### config.mk
export PLATFORM = sky130hd
export DESIGN_NAME = bpmTimingTop
export DESIGN_NICKNAME = d
export VERILOG_FILES = /design/src/bpmPkg.sv /design/src/bpmTimingTop.sv /design/src/markerDivider.sv /design/src/heartbeatGenerator.sv /design/src/triggerCapture.sv /design/src/gpioRegisters.sv
export SDC_FILE = /design/constraint.sdc
export NUM_CORES = 1
export LEC_CHECK = 0
export BUFFER_PORTS_ARGS = -buffer_cell sky130_fd_sc_hd__buf_4
export CAP_MARGIN = 20
export CORE_MARGIN = 2
export CORE_UTILIZATION = 42
export DETAILED_ROUTE_END_ITERATION = 6
export PLACE_DENSITY = 0.75
export SYNTH_ARGS = -nofsm -noshare
export SYNTH_HDL_FRONTEND = slang
export SYNTH_SLANG_ARGS = --single-unit
export TNS_END_PERCENT = 100
### constraint.sdc
create_clock -name sysClk -period 2.2 [get_ports sysClk]
set_input_delay 0.44 -clock sysClk [delete_from_list [all_inputs] [get_ports sysClk]]
set_output_delay 0.44 -clock sysClk [all_outputs]
set_load 0.01 [all_outputs]
### src/bpmPkg.sv
`default_nettype none

package bpmPkg;

    ////////////////////////////////////////////////////////////////////////////
    // Widths
    localparam int regAddrWidth      = 4;
    localparam int regDataWidth      = 32;
    localparam int triggerBusWidth   = 7;
    localparam int eventTriggerWidth = 6;
    localparam int heartbeatWidth    = 28;
    localparam int faCountWidth      = 16;
    localparam int saCountWidth      = 24;

    // Soft trigger level length in cycles, counter gets one extra bit
    localparam int softTriggerStretch    = 8;
    localparam int softTriggerCountWidth = $clog2(softTriggerStretch) + 1;

    ////////////////////////////////////////////////////////////////////////////
    // Register map
    localparam logic [regAddrWidth-1:0] regSoftTrigger     = 4'd0;
    localparam logic [regAddrWidth-1:0] regHeartbeatReload = 4'd1;
    localparam logic [regAddrWidth-1:0] regFaReload        = 4'd2;
    localparam logic [regAddrWidth-1:0] regSaReload        = 4'd3;
    localparam logic [regAddrWidth-1:0] regInterlock       = 4'd4;
    localparam logic [regAddrWidth-1:0] regSpiMux          = 4'd5;
    localparam logic [regAddrWidth-1:0] regUserStatus      = 4'd6;
    localparam logic [regAddrWidth-1:0] regMarkerStatus    = 4'd7;

    typedef logic [faCountWidth-1:0] faCountT;
    typedef logic [saCountWidth-1:0] saCountT;

    // Reload values after reset
    localparam logic [heartbeatWidth-1:0] heartbeatReloadDefault = 28'd98;
    localparam faCountT faReloadDefault = 16'd9;
    localparam saCountT saReloadDefault = 24'd99;

    ////////////////////////////////////////////////////////////////////////////
    // Bundles
    typedef struct packed {
        logic                    strobe;
        logic [regAddrWidth-1:0] addr;
        logic [regDataWidth-1:0] data;
    } gpioWriteT;

    typedef struct packed {
        logic [heartbeatWidth-1:0] heartbeatReload;
        faCountT                   faReload;
        saCountT                   saReload;
        logic                      softTriggerStrobe;
    } timingConfigT;

    typedef struct packed {
        logic faSynced;
        logic saSynced;
    } markerStatusT;

endpackage

`default_nettype wire
### src/bpmTimingTop.sv
`timescale 1ns/1ps
`default_nettype none

module bpmTimingTop (
    input  wire                                   sysClk,
    input  wire                                   arstN,
    input  wire bpmPkg::gpioWriteT                gpioWrite,
    input  wire [bpmPkg::regAddrWidth-1:0]        readAddr,
    input  wire [bpmPkg::eventTriggerWidth-1:0]   eventTriggers,
    input  wire                                   switchReset,
    input  wire                                   switchDisplay,
    input  wire [7:0]                             dipSwitch,
    output logic [bpmPkg::regDataWidth-1:0]       readData,
    output logic [bpmPkg::triggerBusWidth-1:0]    triggerStrobes,
    output logic                                  heartbeat,
    output logic                                  faMarker,
    output logic                                  saMarker,
    output logic                                  relayControl,
    output logic [1:0]                            spiMuxSel
);

    bpmPkg::timingConfigT  timingConfig;
    bpmPkg::markerStatusT  markerStatus;
    logic                  faSynced;
    logic                  saSynced;

    assign markerStatus = '{faSynced: faSynced, saSynced: saSynced};

    ////////////////////////////////////////////////////////////////////////////
    // Register bank
    gpioRegisters gpioRegs (
        .sysClk         (sysClk),
        .arstN          (arstN),
        .gpioWrite      (gpioWrite),
        .readAddr       (readAddr),
        .switchReset    (switchReset),
        .switchDisplay  (switchDisplay),
        .dipSwitch      (dipSwitch),
        .markerStatus   (markerStatus),
        .triggerStrobes (triggerStrobes),
        .timingConfig   (timingConfig),
        .relayControl   (relayControl),
        .spiMuxSel      (spiMuxSel),
        .readData       (readData)
    );

    ////////////////////////////////////////////////////////////////////////////
    // Triggers and heartbeat
    triggerCapture trigCapture (
        .sysClk         (sysClk),
        .arstN          (arstN),
        .timingConfig   (timingConfig),
        .eventTriggers  (eventTriggers),
        .triggerStrobes (triggerStrobes)
    );

    heartbeatGenerator hbGen (
        .sysClk      (sysClk),
        .arstN       (arstN),
        .reloadValue (timingConfig.heartbeatReload),
        .heartbeat   (heartbeat)
    );

    // FA and SA markers, both aligned to the heartbeat
    markerDivider #(.countT(bpmPkg::faCountT)) faDivider (
        .sysClk      (sysClk),
        .arstN       (arstN),
        .reloadValue (timingConfig.faReload),
        .heartbeat   (heartbeat),
        .marker      (faMarker),
        .synced      (faSynced)
    );

    markerDivider #(.countT(bpmPkg::saCountT)) saDivider (
        .sysClk      (sysClk),
        .arstN       (arstN),
        .reloadValue (timingConfig.saReload),
        .heartbeat   (heartbeat),
        .marker      (saMarker),
        .synced      (saSynced)
    );

endmodule

`default_nettype wire

### src/markerDivider.sv
`timescale 1ns/1ps
`default_nettype none

module markerDivider #(
    parameter type countT = bpmPkg::faCountT
) (
    input  wire         sysClk,
    input  wire         arstN,
    input  wire countT  reloadValue,
    input  wire         heartbeat,
    output logic        marker,
    output logic        synced
);

    countT  count;
    logic   terminal;
    logic   restart;
    logic   lastMarker;

    assign terminal = (count == '0);
    assign restart  = heartbeat || terminal;

    // A heartbeat just after a terminal count would give back-to-back markers
    assign marker = restart && !lastMarker;

    ////////////////////////////////////////////////////////////////////////////
    // Divider
    always_ff @(posedge sysClk or negedge arstN) begin
        if (!arstN) begin
            // Start far from terminal so no marker comes out of reset
            count      <= '1;
            lastMarker <= 1'b0;
        end else begin
            lastMarker <= marker;
            if (restart) begin
                count <= reloadValue;
            end else begin
                count <= count - 1'b1;
            end
        end
    end

    ////////////////////////////////////////////////////////////////////////////
    // Alignment check at each heartbeat
    always_ff @(posedge sysClk or negedge arstN) begin
        if (!arstN) begin
            synced <= 1'b0;
        end else if (heartbeat) begin
            synced <= terminal;
        end
    end

endmodule

`default_nettype wire

### src/heartbeatGenerator.sv
`timescale 1ns/1ps
`default_nettype none

module heartbeatGenerator (
    input  wire                                 sysClk,
    input  wire                                 arstN,
    input  wire [bpmPkg::heartbeatWidth-1:0]    reloadValue,
    output logic                                heartbeat
);

    // Extra top bit flags the underflow
    logic [bpmPkg::heartbeatWidth:0] counter;

    assign heartbeat = counter[bpmPkg::heartbeatWidth];

    // Counts reload down to zero, then one cycle of underflow
    // so the period is reload + 2
    always_ff @(posedge sysClk or negedge arstN) begin
        if (!arstN) begin
            counter <= '0;
        end else if (heartbeat) begin
            counter <= {1'b0, reloadValue};
        end else begin
            counter <= counter - 1'b1;
        end
    end

endmodule

`default_nettype wire

### src/triggerCapture.sv
`timescale 1ns/1ps
`default_nettype none

module triggerCapture (
    input  wire                                   sysClk,
    input  wire                                   arstN,
    input  wire bpmPkg::timingConfigT             timingConfig,
    input  wire [bpmPkg::eventTriggerWidth-1:0]   eventTriggers,
    output logic [bpmPkg::triggerBusWidth-1:0]    triggerStrobes
);

    logic [bpmPkg::softTriggerCountWidth-1:0]  softCounter;
    logic                                      softLevel;
    logic [bpmPkg::triggerBusWidth-1:0]        syncStage1;
    logic [bpmPkg::triggerBusWidth-1:0]        syncStage2;
    logic [bpmPkg::triggerBusWidth-1:0]        lastLevel;

    // Top bit stays set while the stretch runs
    assign softLevel = softCounter[bpmPkg::softTriggerCountWidth-1];

    ////////////////////////////////////////////////////////////////////////////
    // Software trigger stretcher
    always_ff @(posedge sysClk or negedge arstN) begin
        if (!arstN) begin
            softCounter <= '0;
        end else if (timingConfig.softTriggerStrobe) begin
            // Retrigger reloads, level never drops in between
            softCounter <= '1;
        end else if (softLevel) begin
            softCounter <= softCounter - 1'b1;
        end
    end

    ////////////////////////////////////////////////////////////////////////////
    // Synchronizer and rising edge detect
    always_ff @(posedge sysClk or negedge arstN) begin
        if (!arstN) begin
            syncStage1     <= '0;
            syncStage2     <= '0;
            lastLevel      <= '0;
            triggerStrobes <= '0;
        end else begin
            syncStage1     <= {eventTriggers, softLevel};
            syncStage2     <= syncStage1;
            lastLevel      <= syncStage2;
            triggerStrobes <= syncStage2 & ~lastLevel;
        end
    end

endmodule

`default_nettype wire

### src/gpioRegisters.sv
`timescale 1ns/1ps
`default_nettype none

module gpioRegisters (
    input  wire                                  sysClk,
    input  wire                                  arstN,
    input  wire bpmPkg::gpioWriteT               gpioWrite,
    input  wire [bpmPkg::regAddrWidth-1:0]       readAddr,
    input  wire                                  switchReset,
    input  wire                                  switchDisplay,
    input  wire [7:0]                            dipSwitch,
    input  wire bpmPkg::markerStatusT            markerStatus,
    input  wire [bpmPkg::triggerBusWidth-1:0]    triggerStrobes,
    output bpmPkg::timingConfigT                 timingConfig,
    output logic                                 relayControl,
    output logic [1:0]                           spiMuxSel,
    output logic [bpmPkg::regDataWidth-1:0]      readData
);

    logic [1:0]                          switchResetSync;
    logic [1:0]                          switchDisplaySync;
    logic [bpmPkg::triggerBusWidth-1:0]  lastTriggers;
    logic [bpmPkg::regDataWidth-1:0]     readWord;

    ////////////////////////////////////////////////////////////////////////////
    // Write decode
    always_ff @(posedge sysClk or negedge arstN) begin
        if (!arstN) begin
            timingConfig.heartbeatReload   <= bpmPkg::heartbeatReloadDefault;
            timingConfig.faReload          <= bpmPkg::faReloadDefault;
            timingConfig.saReload          <= bpmPkg::saReloadDefault;
            timingConfig.softTriggerStrobe <= 1'b0;
            relayControl                   <= 1'b0;
            spiMuxSel                      <= 2'b00;
        end else begin
            // Soft trigger is a single-cycle pulse, nothing is stored
            timingConfig.softTriggerStrobe <= gpioWrite.strobe &&
                (gpioWrite.addr == bpmPkg::regSoftTrigger);
            if (gpioWrite.strobe) begin
                case (gpioWrite.addr)
                    bpmPkg::regHeartbeatReload: begin
                        timingConfig.heartbeatReload <=
                            gpioWrite.data[bpmPkg::heartbeatWidth-1:0];
                    end
                    bpmPkg::regFaReload: begin
                        timingConfig.faReload <= gpioWrite.data[bpmPkg::faCountWidth-1:0];
                    end
                    bpmPkg::regSaReload: begin
                        timingConfig.saReload <= gpioWrite.data[bpmPkg::saCountWidth-1:0];
                    end
                    bpmPkg::regInterlock: begin
                        relayControl <= gpioWrite.data[0];
                    end
                    bpmPkg::regSpiMux: begin
                        spiMuxSel <= gpioWrite.data[1:0];
                    end
                    default: begin
                    end
                endcase
            end
        end
    end

    ////////////////////////////////////////////////////////////////////////////
    // Front panel switches and trigger history
    always_ff @(posedge sysClk or negedge arstN) begin
        if (!arstN) begin
            switchResetSync   <= 2'b00;
            switchDisplaySync <= 2'b00;
            lastTriggers      <= '0;
        end else begin
            switchResetSync   <= {switchResetSync[0], switchReset};
            switchDisplaySync <= {switchDisplaySync[0], switchDisplay};
            // Hold the most recent pattern that had any strobe set
            if (|triggerStrobes) begin
                lastTriggers <= triggerStrobes;
            end
        end
    end

    ////////////////////////////////////////////////////////////////////////////
    // Readback
    always_comb begin
        readWord = '0;
        case (readAddr)
            bpmPkg::regHeartbeatReload: begin
                readWord[bpmPkg::heartbeatWidth-1:0] = timingConfig.heartbeatReload;
            end
            bpmPkg::regFaReload: begin
                readWord[bpmPkg::faCountWidth-1:0] = timingConfig.faReload;
            end
            bpmPkg::regSaReload: begin
                readWord[bpmPkg::saCountWidth-1:0] = timingConfig.saReload;
            end
            bpmPkg::regInterlock: begin
                readWord[0] = relayControl;
            end
            bpmPkg::regSpiMux: begin
                readWord[1:0] = spiMuxSel;
            end
            bpmPkg::regUserStatus: begin
                readWord[31] = switchResetSync[1];
                readWord[30] = switchDisplaySync[1];
                readWord[16 +: bpmPkg::triggerBusWidth] = lastTriggers;
                readWord[7:0] = dipSwitch;
            end
            bpmPkg::regMarkerStatus: begin
                readWord[1] = markerStatus.faSynced;
                readWord[0] = markerStatus.saSynced;
            end
            default: begin
                readWord = '0;
            end
        endcase
    end

    always_ff @(posedge sysClk or negedge arstN) begin
        if (!arstN) begin
            readData <= '0;
        end else begin
            readData <= readWord;
        end
    end

endmodule

`default_nettype wire

==> results of run 1 <==
[logic make-up (layout without fill, tap and decap cells)]
logic type                 Yosys count  count (layout)
and+or+nand+nor                    229             229
DFF                                218             218
AOI/OAI and AO/OA                  114             114
muxes                               77              77
buffers and inverters               63             219
xor gates and xnor gates            57              57
adders and majority gates            6               6
other                                1               2
[path summary, 6_finish.rpt]
path,to,slack [ps],depth (start not counted)
setup / recovery,saMarker,-320,5
hold / removal,trigCapture.syncStage1[1],40,1
setup reg to reg,saDivider.count[0],120,6
hold reg to reg,trigCapture.syncStage2[4],340,0
max in group asynchronous,saDivider.count[8],980,3
min in group asynchronous,trigCapture.syncStage1[2],490,2
[final cells by class]
cell class | count | area, µm²
fillers | 1784 | 10200
flip-flops and latches | 218 | 5520
multi-input cells | 485 | 3570
repair buffers | 146 | 1190
clock buffers | 35 | 683
well taps | 280 | 350
inverters | 29 | 109
clock inverters | 9 | 80.1
[power groups by stage]
stage          Combinational (mW)  Sequential [mW]  Clock (mW)
2_1_floorplan                1.50             6.01           0
3_3_place_gp                 2.06             6.20           0
3_5_place_dp                 2.15             6.24           0
4_1_cts                      2.24             6.20        3.91
5_1_grt                      2.56             6.36        4.10
6_report                     2.30             6.21        3.83
[worst reg2reg max path: stages (launching register included)]
cell	delay, ps
sky130_fd_sc_hd__dfstp_2	370
sky130_fd_sc_hd__or4_4	550
sky130_fd_sc_hd__nor4_4	240
sky130_fd_sc_hd__a41oi_4	180
sky130_fd_sc_hd__buf_4	180
sky130_fd_sc_hd__buf_4	200
sky130_fd_sc_hd__mux2_2	290
[metal layers]
layer	vias up	global-route usage, %	wire (µm)
met5	-	0	0
li1	2973	-	-
met3	36	2.93	1120
met2	175	30.1	10300
met1	3173	24.5	8930
met4	0	5.56	503
[metrics by stage]
step | util, % | setup TNS (ps) | hold slack [ps] | area, µm² | power (mW)
floorplan | - | -13.2 | 144 | 9250 | 7.50
global placement | 48.8 | 0 | 333 | 10600 | 8.26
detailed placement | 48.8 | 0 | 335 | 10600 | 8.39
CTS | 52.8 | -538 | 24.9 | 11500 | 12.4
global route | 53.0 | -615 | 21.2 | 11500 | 13.0
finish | 53.0 | -480 | 39.4 | 11500 | 12.3
[registers in the layout (all words and copies together), names as in the netlist, 7 cells and up]
signal and flops:
gpioRegs.timingConfig 69, gpioRegs.readData 30, hbGen.counter 29, saDivider.count 24
faDivider.count 16, gpioRegs.lastTriggers 7, trigCapture.lastLevel 7, trigCapture.syncStage1 7
trigCapture.syncStage2 7, trigCapture.triggerStrobes 7
[cells in the final DEF, fill, tap and decap left out, drive strengths merged, types with 9 or more instances in the layout]
cell type and n:
inv 30, a222oi 21, xor2 30, o21ai 33, buf 144, or4 9, xnor2 27, clkbuf 36
nor4 15, a21oi 35, nand3 11, dfrtp 169, or3 10, nor3 19, dfstp 49, mux2 74
nor2b 10, nand2 57, nor2 61
[timing repair]
item,4_1_cts,5_1_grt
endpoints found under the hold margin,43,0
resized for setup,8,3
pin swaps,5,3
buffers inserted,6,5
cloned,0,0
endpoints found under the setup margin,2,2
hold buffers,1,0
==> results, run 1 <==
- The final setup slack of the worst path is -320 ps.
- The pin count of the biggest net entering global routing is 64.
- Clock-pin slew was measured on the worst setup and hold paths at around 60 ps.
- The number of input and output port buffers inserted is 97.
- The cell type of the slowest stage on the worst timing path is sky130_fd_sc_hd__or4_4.
- The final reports fail on setup timing.
- From synthesis to final layout, the design area changed by 24.6%.
- Setup repair after global routing could not meet its margin everywhere.
- The wire length per cell after detailed routing is 17.3 µm.
- Summed over all layers, the global routing overflow is 0.
- The total vias in the final route is 6357.
- The critical path start-end classification is reg -> out.
- The power density relative to cell area is 1070 mW/mm².
- The count of unique library cells instantiated by Yosys is 57.
- The layout net count is just under 1000.
- The total setup violations reported at the end of the flow is 2.
- The minimum clock period is 2520 ps.
- The cell sitting at the root of the clock tree is a sky130_fd_sc_hd__clkbuf_16.
- The switching component of the power is 3.53 mW.
- The die is 152 µm wide.
- Multiplexer cells account for 9.35% of the synthesized area.
- The top cell type's share of synthesized area is 45.8%.
- Yosys instantiated no cell more often than sky130_fd_sc_hd__dfrtp_1.
- The count of final hold-check violations is 0.
- The cell row count is 54.
- In this run the remaining antenna-violating nets after routing total 0.
- The clock insertion delay at the later pin of the skew report is 510 ps.
- The peak supply drop is 515 µV.
- The startpoint identified for the worst hold timing path is eventTriggers[0].
- Of the total power, the share spent switching nets is 28.6%.
- Dividing the final minimum period by the clock period gives 115%.
- The DRC marker count from the first detailed-route iteration is about 460.
- The worst path arrival time is 2080 ps.
- Detailed placement ended at an HPWL of 14.1 mm.
- The instance count after placement with tap cells included is 1146.
- Summed over all instances, the cell type with the most area after synthesis is sky130_fd_sc_hd__dfrtp_1.
- The startpoint class of the critical path is a flop.
- A synthesized cell averages roughly 12 µm².
- The total of max-cap violations is 0.
- The global routing usage summed across all routing layers is 18.1%.
- Summing the areas of all compound-gate instances in the mapped netlist gives under 10% of the synthesized area.
- For the pin with the worst max-slew slack, the measured transition is around 890 ps.
- The worst setup path is captured at a primary output.
- The startpoint identified for the worst register-to-register timing path is saDivider.count[19].
- The congestion estimate from routability-driven global placement came to 0.827.
- The fraction of final layout cells with drive strength greater than 1 is 36.6%.
- The number of antenna violations at the first check in global routing is 0.
- Sequential cells account for about 50% of the total power.
- The critical path's top delay family is simple AND/OR/NAND/NOR gates.
- Yosys printed 0 warnings.
- Sequential elements use between 50% and 60% of the synthesized area.
- The dominant combinational cell family by area after synthesis is simple AND/OR/NAND/NOR gates.
- At the worst endpoint, the required time is 1760 ps.
- The synthesized netlist occupies a cell area of roughly 0.0092 mm².
- The total CTS buffers is 24.
- Of the total synthesized cell area, the portion taken by XOR and XNOR cells is ~5.4%.
- Ranked by total cell area, the synthesized netlist is headed by sky130_fd_sc_hd__dfrtp_1 (46%), sky130_fd_sc_hd__dfstp_2 (14%), sky130_fd_sc_hd__mux2_2 (9.0%).
- Derived from the worst setup path, the maximum achievable clock frequency is 397 MHz.
- The clock arrives with 15.0 ps of skew.
- In this run the number of H-tree levels came out at 1.
- After Yosys synthesis, and, or, nand and nor cells account for 13.5% of the synthesized area.
- The post-placement setup slack is 57.4 ps.
- The die footprint is 0.0232 mm².
- The buffers plus inverters on the worst setup path is 1.
- After technology mapping, the gate count stands at 765.
- The max-slew violation total from the final report is 0.
- The maximum fanout along the worst path is 2.
- The die outline height is 152 µm.
- TritonCTS built the clock tree.
- The part of the total power dissipated in the clock network is 31.0%.
- The number of inserted diodes is 0.
- The initial core utilization is roughly 43%.
- The vias per cell is 5.29.
- The signal on the critical path passes through or4_4 > nor4_4 > a41oi_4 > nor2_4 > buf_6.
- The number of I/O pins is 104.
- The synthesized-area fraction occupied by adder cells is 0.813%.
- In this run the standard cell core region covers 0.0217 mm².
- The internal power is 8.81 mW.
- The longest clock path from root to sink contains 3 buffers.
- The async set-or-reset flop fraction in the synthesized netlist is 100%.
- After detailed routing, the total wire length is 20.8 mm.
- The dominant synthesized flop cell is sky130_fd_sc_hd__dfrtp_1.
- The worst hold path class is in -> reg.
- The first global-routing pass estimated 34.2 mm of wire.
- In the routed design, unresolved DRC markers number 0.
- The pre-antenna-repair detailed-routing pass consisted of 7 iterations.
- The flow ran to the end, but the final reports show violations.
- For this design, the sink count on the clock tree is 218.
- The number of enable flip-flop cells after synthesis is 0.
- The part of the total power dissipated in combinational logic is about a fifth.
- The number of global-route vias before repair came to 6515.
- The launch point of the worst path is saDivider.count[19].
- Sorting the synthesized cells by how often they occur yields sky130_fd_sc_hd__dfrtp_1 (169), sky130_fd_sc_hd__mux2_2 (74), sky130_fd_sc_hd__nor2_1 (61), sky130_fd_sc_hd__nand2_1 (56), sky130_fd_sc_hd__dfstp_2 (49).
- The static power due to leakage is 5.15 nW.
- Counting flops and latches in the post-synthesis netlist gives 218.
- The largest incremental delay on the critical path is 550 ps.
- The finished layout holds around 1200 standard cells, fillers aside.
- The normalized max-slew margin is between 40% and 50%.
Power figures use the tool's default switching activity.
==> run 2: changes to the inputs <==
--- a/config.mk
+++ b/config.mk
@@ -11,6 +11,7 @@
 export CORE_UTILIZATION = 42
 export DETAILED_ROUTE_END_ITERATION = 6
 export PLACE_DENSITY = 0.75
+export REMOVE_ABC_BUFFERS = 1
 export SYNTH_ARGS = -nofsm -noshare
 export SYNTH_HDL_FRONTEND = slang
 export SYNTH_SLANG_ARGS = --single-unit
==> run 2 against run 1 <==
Global-route usage hardly changed. Cell count is 0.25% lower. Flip-flop and latch count stayed put. Fmax is 2.5% lower. Worst hold slack worse by 9.0 ps. Core utilization is 0.47 points higher. The flow still finishes with violations (setup timing). Count of clock-buffer cells in the layout is 2 higher. Critical path type unchanged. Die area stayed put. Sequential power hardly changed. Sequential share of layout area is 0.42 points lower.
==> results, run 2 (same netlist as run 1, synthesis figures left out) <==
- The run finished, with violations left.
- The final reports fail on setup timing.
- The layout filler cell count is 1828.
- The analysis attributes to cell leakage a power of 5.20 nW.
- In the layout the commonest cells are sky130_fd_sc_hd__dfrtp_1 (168), sky130_fd_sc_hd__buf_4 (130), sky130_fd_sc_hd__mux2_2 (74).
- Per report_power, the clock group accounts for 33.1% of the total.
- The number of nets with antenna violations after routing is 0.
- The maximum fanout along the worst path is 2.
- The first routing iteration left 393 violations.
- The peak supply drop is between 600 and 700 µV.
- The cell at the root of the clock tree is sky130_fd_sc_hd__clkbuf_16.
- 104 I/O pins were placed.
- The total CTS buffers is 25.
- The chip width is between 150 and 200 µm.
- In this run switching power makes up 28.1% of total power.
- The worst path in the final design needs a cycle of 2580 ps, including I/O delays and setup.
- In this run, the combinational gates consume 18.5% of the power.
- Input and output buffers added on the ports amount to 97.
- In the final design database the tool counted slightly below 1000 nets.
- The critical path data required time is 1760 ps.
- The total congestion overflow is 0.
- The area used by sequential logic in the layout is 0.00552 mm².
- The internal portion of the total power is 9.18 mW.
- The region available for standard cell placement spans ~0.022 mm².
- The clock transition at the register clock pins on the worst setup and hold paths after CTS is approximately 60 ps.
- The critical path start-end classification is reg -> out.
- In this run the tightest slew margin relative to its limit is a little over a quarter.
- The worst setup path is launched from a flop.
- Setup violations remaining at the end of the flow were counted as 2.
- The area used by multi-input combinational logic is 0.00358 mm².
- The first-pass GRT wire length is 34.4 mm.
- The final route contains 6403 vias.
- The wire length per cell after detailed routing is 17.7 µm.
- The initial core utilization is approximately 43%.
- The remaining routing DRC violations is 0.
- The first detailed-routing pass took 5 iterations.
- The max-slew violation total from the final report is 0.
- The area growth from synthesis to layout is 25.7%.
- The die footprint is around 0.023 mm².
- The power density relative to cell area is 1100 mW/mm².
- The final setup slack of the worst path is -383 ps.
- Max-cap violations in this run came to 0.
- The type of element capturing the critical path is a primary output.
- The switching component of the power is 3.60 mW.
- The fraction of final layout cells with drive strength greater than 1 is 37.0%.
- Entering global routing, the biggest net connects 60 pins.
- Detailed placement finished with a half-perimeter wire length of around 14 mm.
- Setup repair after global routing could not meet its margin everywhere.
- The min-delay analysis places its worst path in the category in -> reg.
- At the end of routability-driven placement, the weighted congestion stood at 0.836.
- The flip-flop count of the largest register, all copies and words added is 69.
- The H-tree depth reported by CTS is 1.
- The largest registers in the layout are gpioRegs.timingConfig x69, gpioRegs.readData x30, hbGen.counter x29.
- The maximum clock path buffer count is 3.
- The cell area after placement is ~0.011 mm².
- The design area is approximately 0.012 mm².
- The clock net in this run drives a total of 218 sinks.
- The count of final hold-check violations is 0.
- The post-route clock skew is between 10 and 15 ps.
- In the global route stage, overall resource usage came out at between 10% and 20%.
- The maximum achievable frequency is 387 MHz.
- The number of antenna violations at the first check in global routing came to 0.
- The number of placed instances, taps included, is approximately 1100.
- TritonCTS built the clock tree.
- The clock insertion delay at the later pin of the skew report is 520 ps.
- The die outline height is 152 µm.
- The worst path arrival time is 2140 ps.
- The number of global-route vias before repair came to 6601.
- The overall routed net length is 21.2 mm.
- The number of inserted diodes is 0.
- The final worst-path cycle share is 117%.
- The most common cell after layout, fill and taps aside is sky130_fd_sc_hd__dfrtp_1.
- The share of total power in sequential cells is a little under 50%.
- The vias per cell is 5.34.
- In this run the core area contains 54 standard-cell rows.
- Leaving out filler cells and counting taps, the final layout contains about 1200.
- For the pin with the worst max-slew slack, the measured transition is 1090 ps.
- The register with the most flip-flops in the final layout is gpioRegs.timingConfig.
[run 2: per-layer routing]
layer	up-vias	global-route usage [%]	share of wire, %
met5	-	0	0
met4	0	4.45	1.7
met3	32	3.47	5.2
met2	168	29.5	48
met1	3229	25.0	45
li1	2974	-	-
[run 2: worst paths after layout]
check | start | to | slack [ps] | cells past startpoint
worst max-delay path | saDivider.count[16] | saMarker | -380 | 5
worst min-delay path | eventTriggers[0] | trigCapture.syncStage1[1] | 30 | 1
worst max register to register | saDivider.count[0] | saDivider.count[0] | 70 | 7
worst min register to register | trigCapture.syncStage1[0] | trigCapture.syncStage2[0] | 350 | 0
max in group asynchronous | arstN | trigCapture.syncStage1[6] | 990 | 3
min in group asynchronous | arstN | gpioRegs.readData[17] | 470 | 2
[run 2: cell type report]
class | count | share of cell area [%]
clock inverter | 8 | 0.830
inverter | 29 | 0.938
sequential | 218 | 47.5
clock buffer | 37 | 6.56
multi-input combinational | 485 | 30.9
tap | 280 | 3.02
timing repair buffer | 142 | 10.2
[run 2: repair_timing]
action,4_1_cts,5_1_grt
gates cloned,0,1
buffers inserted,4,1
gates resized for setup,7,8
pin swaps,4,4
endpoints found under the hold margin,38,0
setup endpoints to repair,2,3
hold buffers,1,0
[run 2: critical path, cell delays in order (launching register included)]
cell and delay, ps:
sky130_fd_sc_hd__dfstp_2 370, sky130_fd_sc_hd__or4_4 550, sky130_fd_sc_hd__nor4_4 220, sky130_fd_sc_hd__a41oi_4 200, sky130_fd_sc_hd__nor2_2 150, sky130_fd_sc_hd__buf_4 130
[run 2: stage by stage]
step / util, % / TNS [ps] / hold WS (ps) / total power, mW / setup WS (ps)
finish: 53.5 / -558 / 30.4 / 12.8 / -383
global route: 53.5 / -711 / 9.53 / 13.4 / -461
CTS: 53.2 / -714 / 10.8 / 12.8 / -474
detailed placement: 48.9 / 0 / 335 / 8.47 / 29.2
global placement: 48.9 / 0 / 332 / 8.33 / 65.6
floorplan: - / -29380 / 144 / 7.47 / -875
[run 2: power by group through the flow]
stage          logic, mW  clock network (mW)  registers, mW
6_report            2.36                4.22           6.19
5_1_grt             2.64                4.48           6.32
4_1_cts             2.34                4.31           6.17
3_5_place_dp        2.26                   0           6.21
3_3_place_gp        2.17                   0           6.16
2_1_floorplan       1.47                   0           6.01
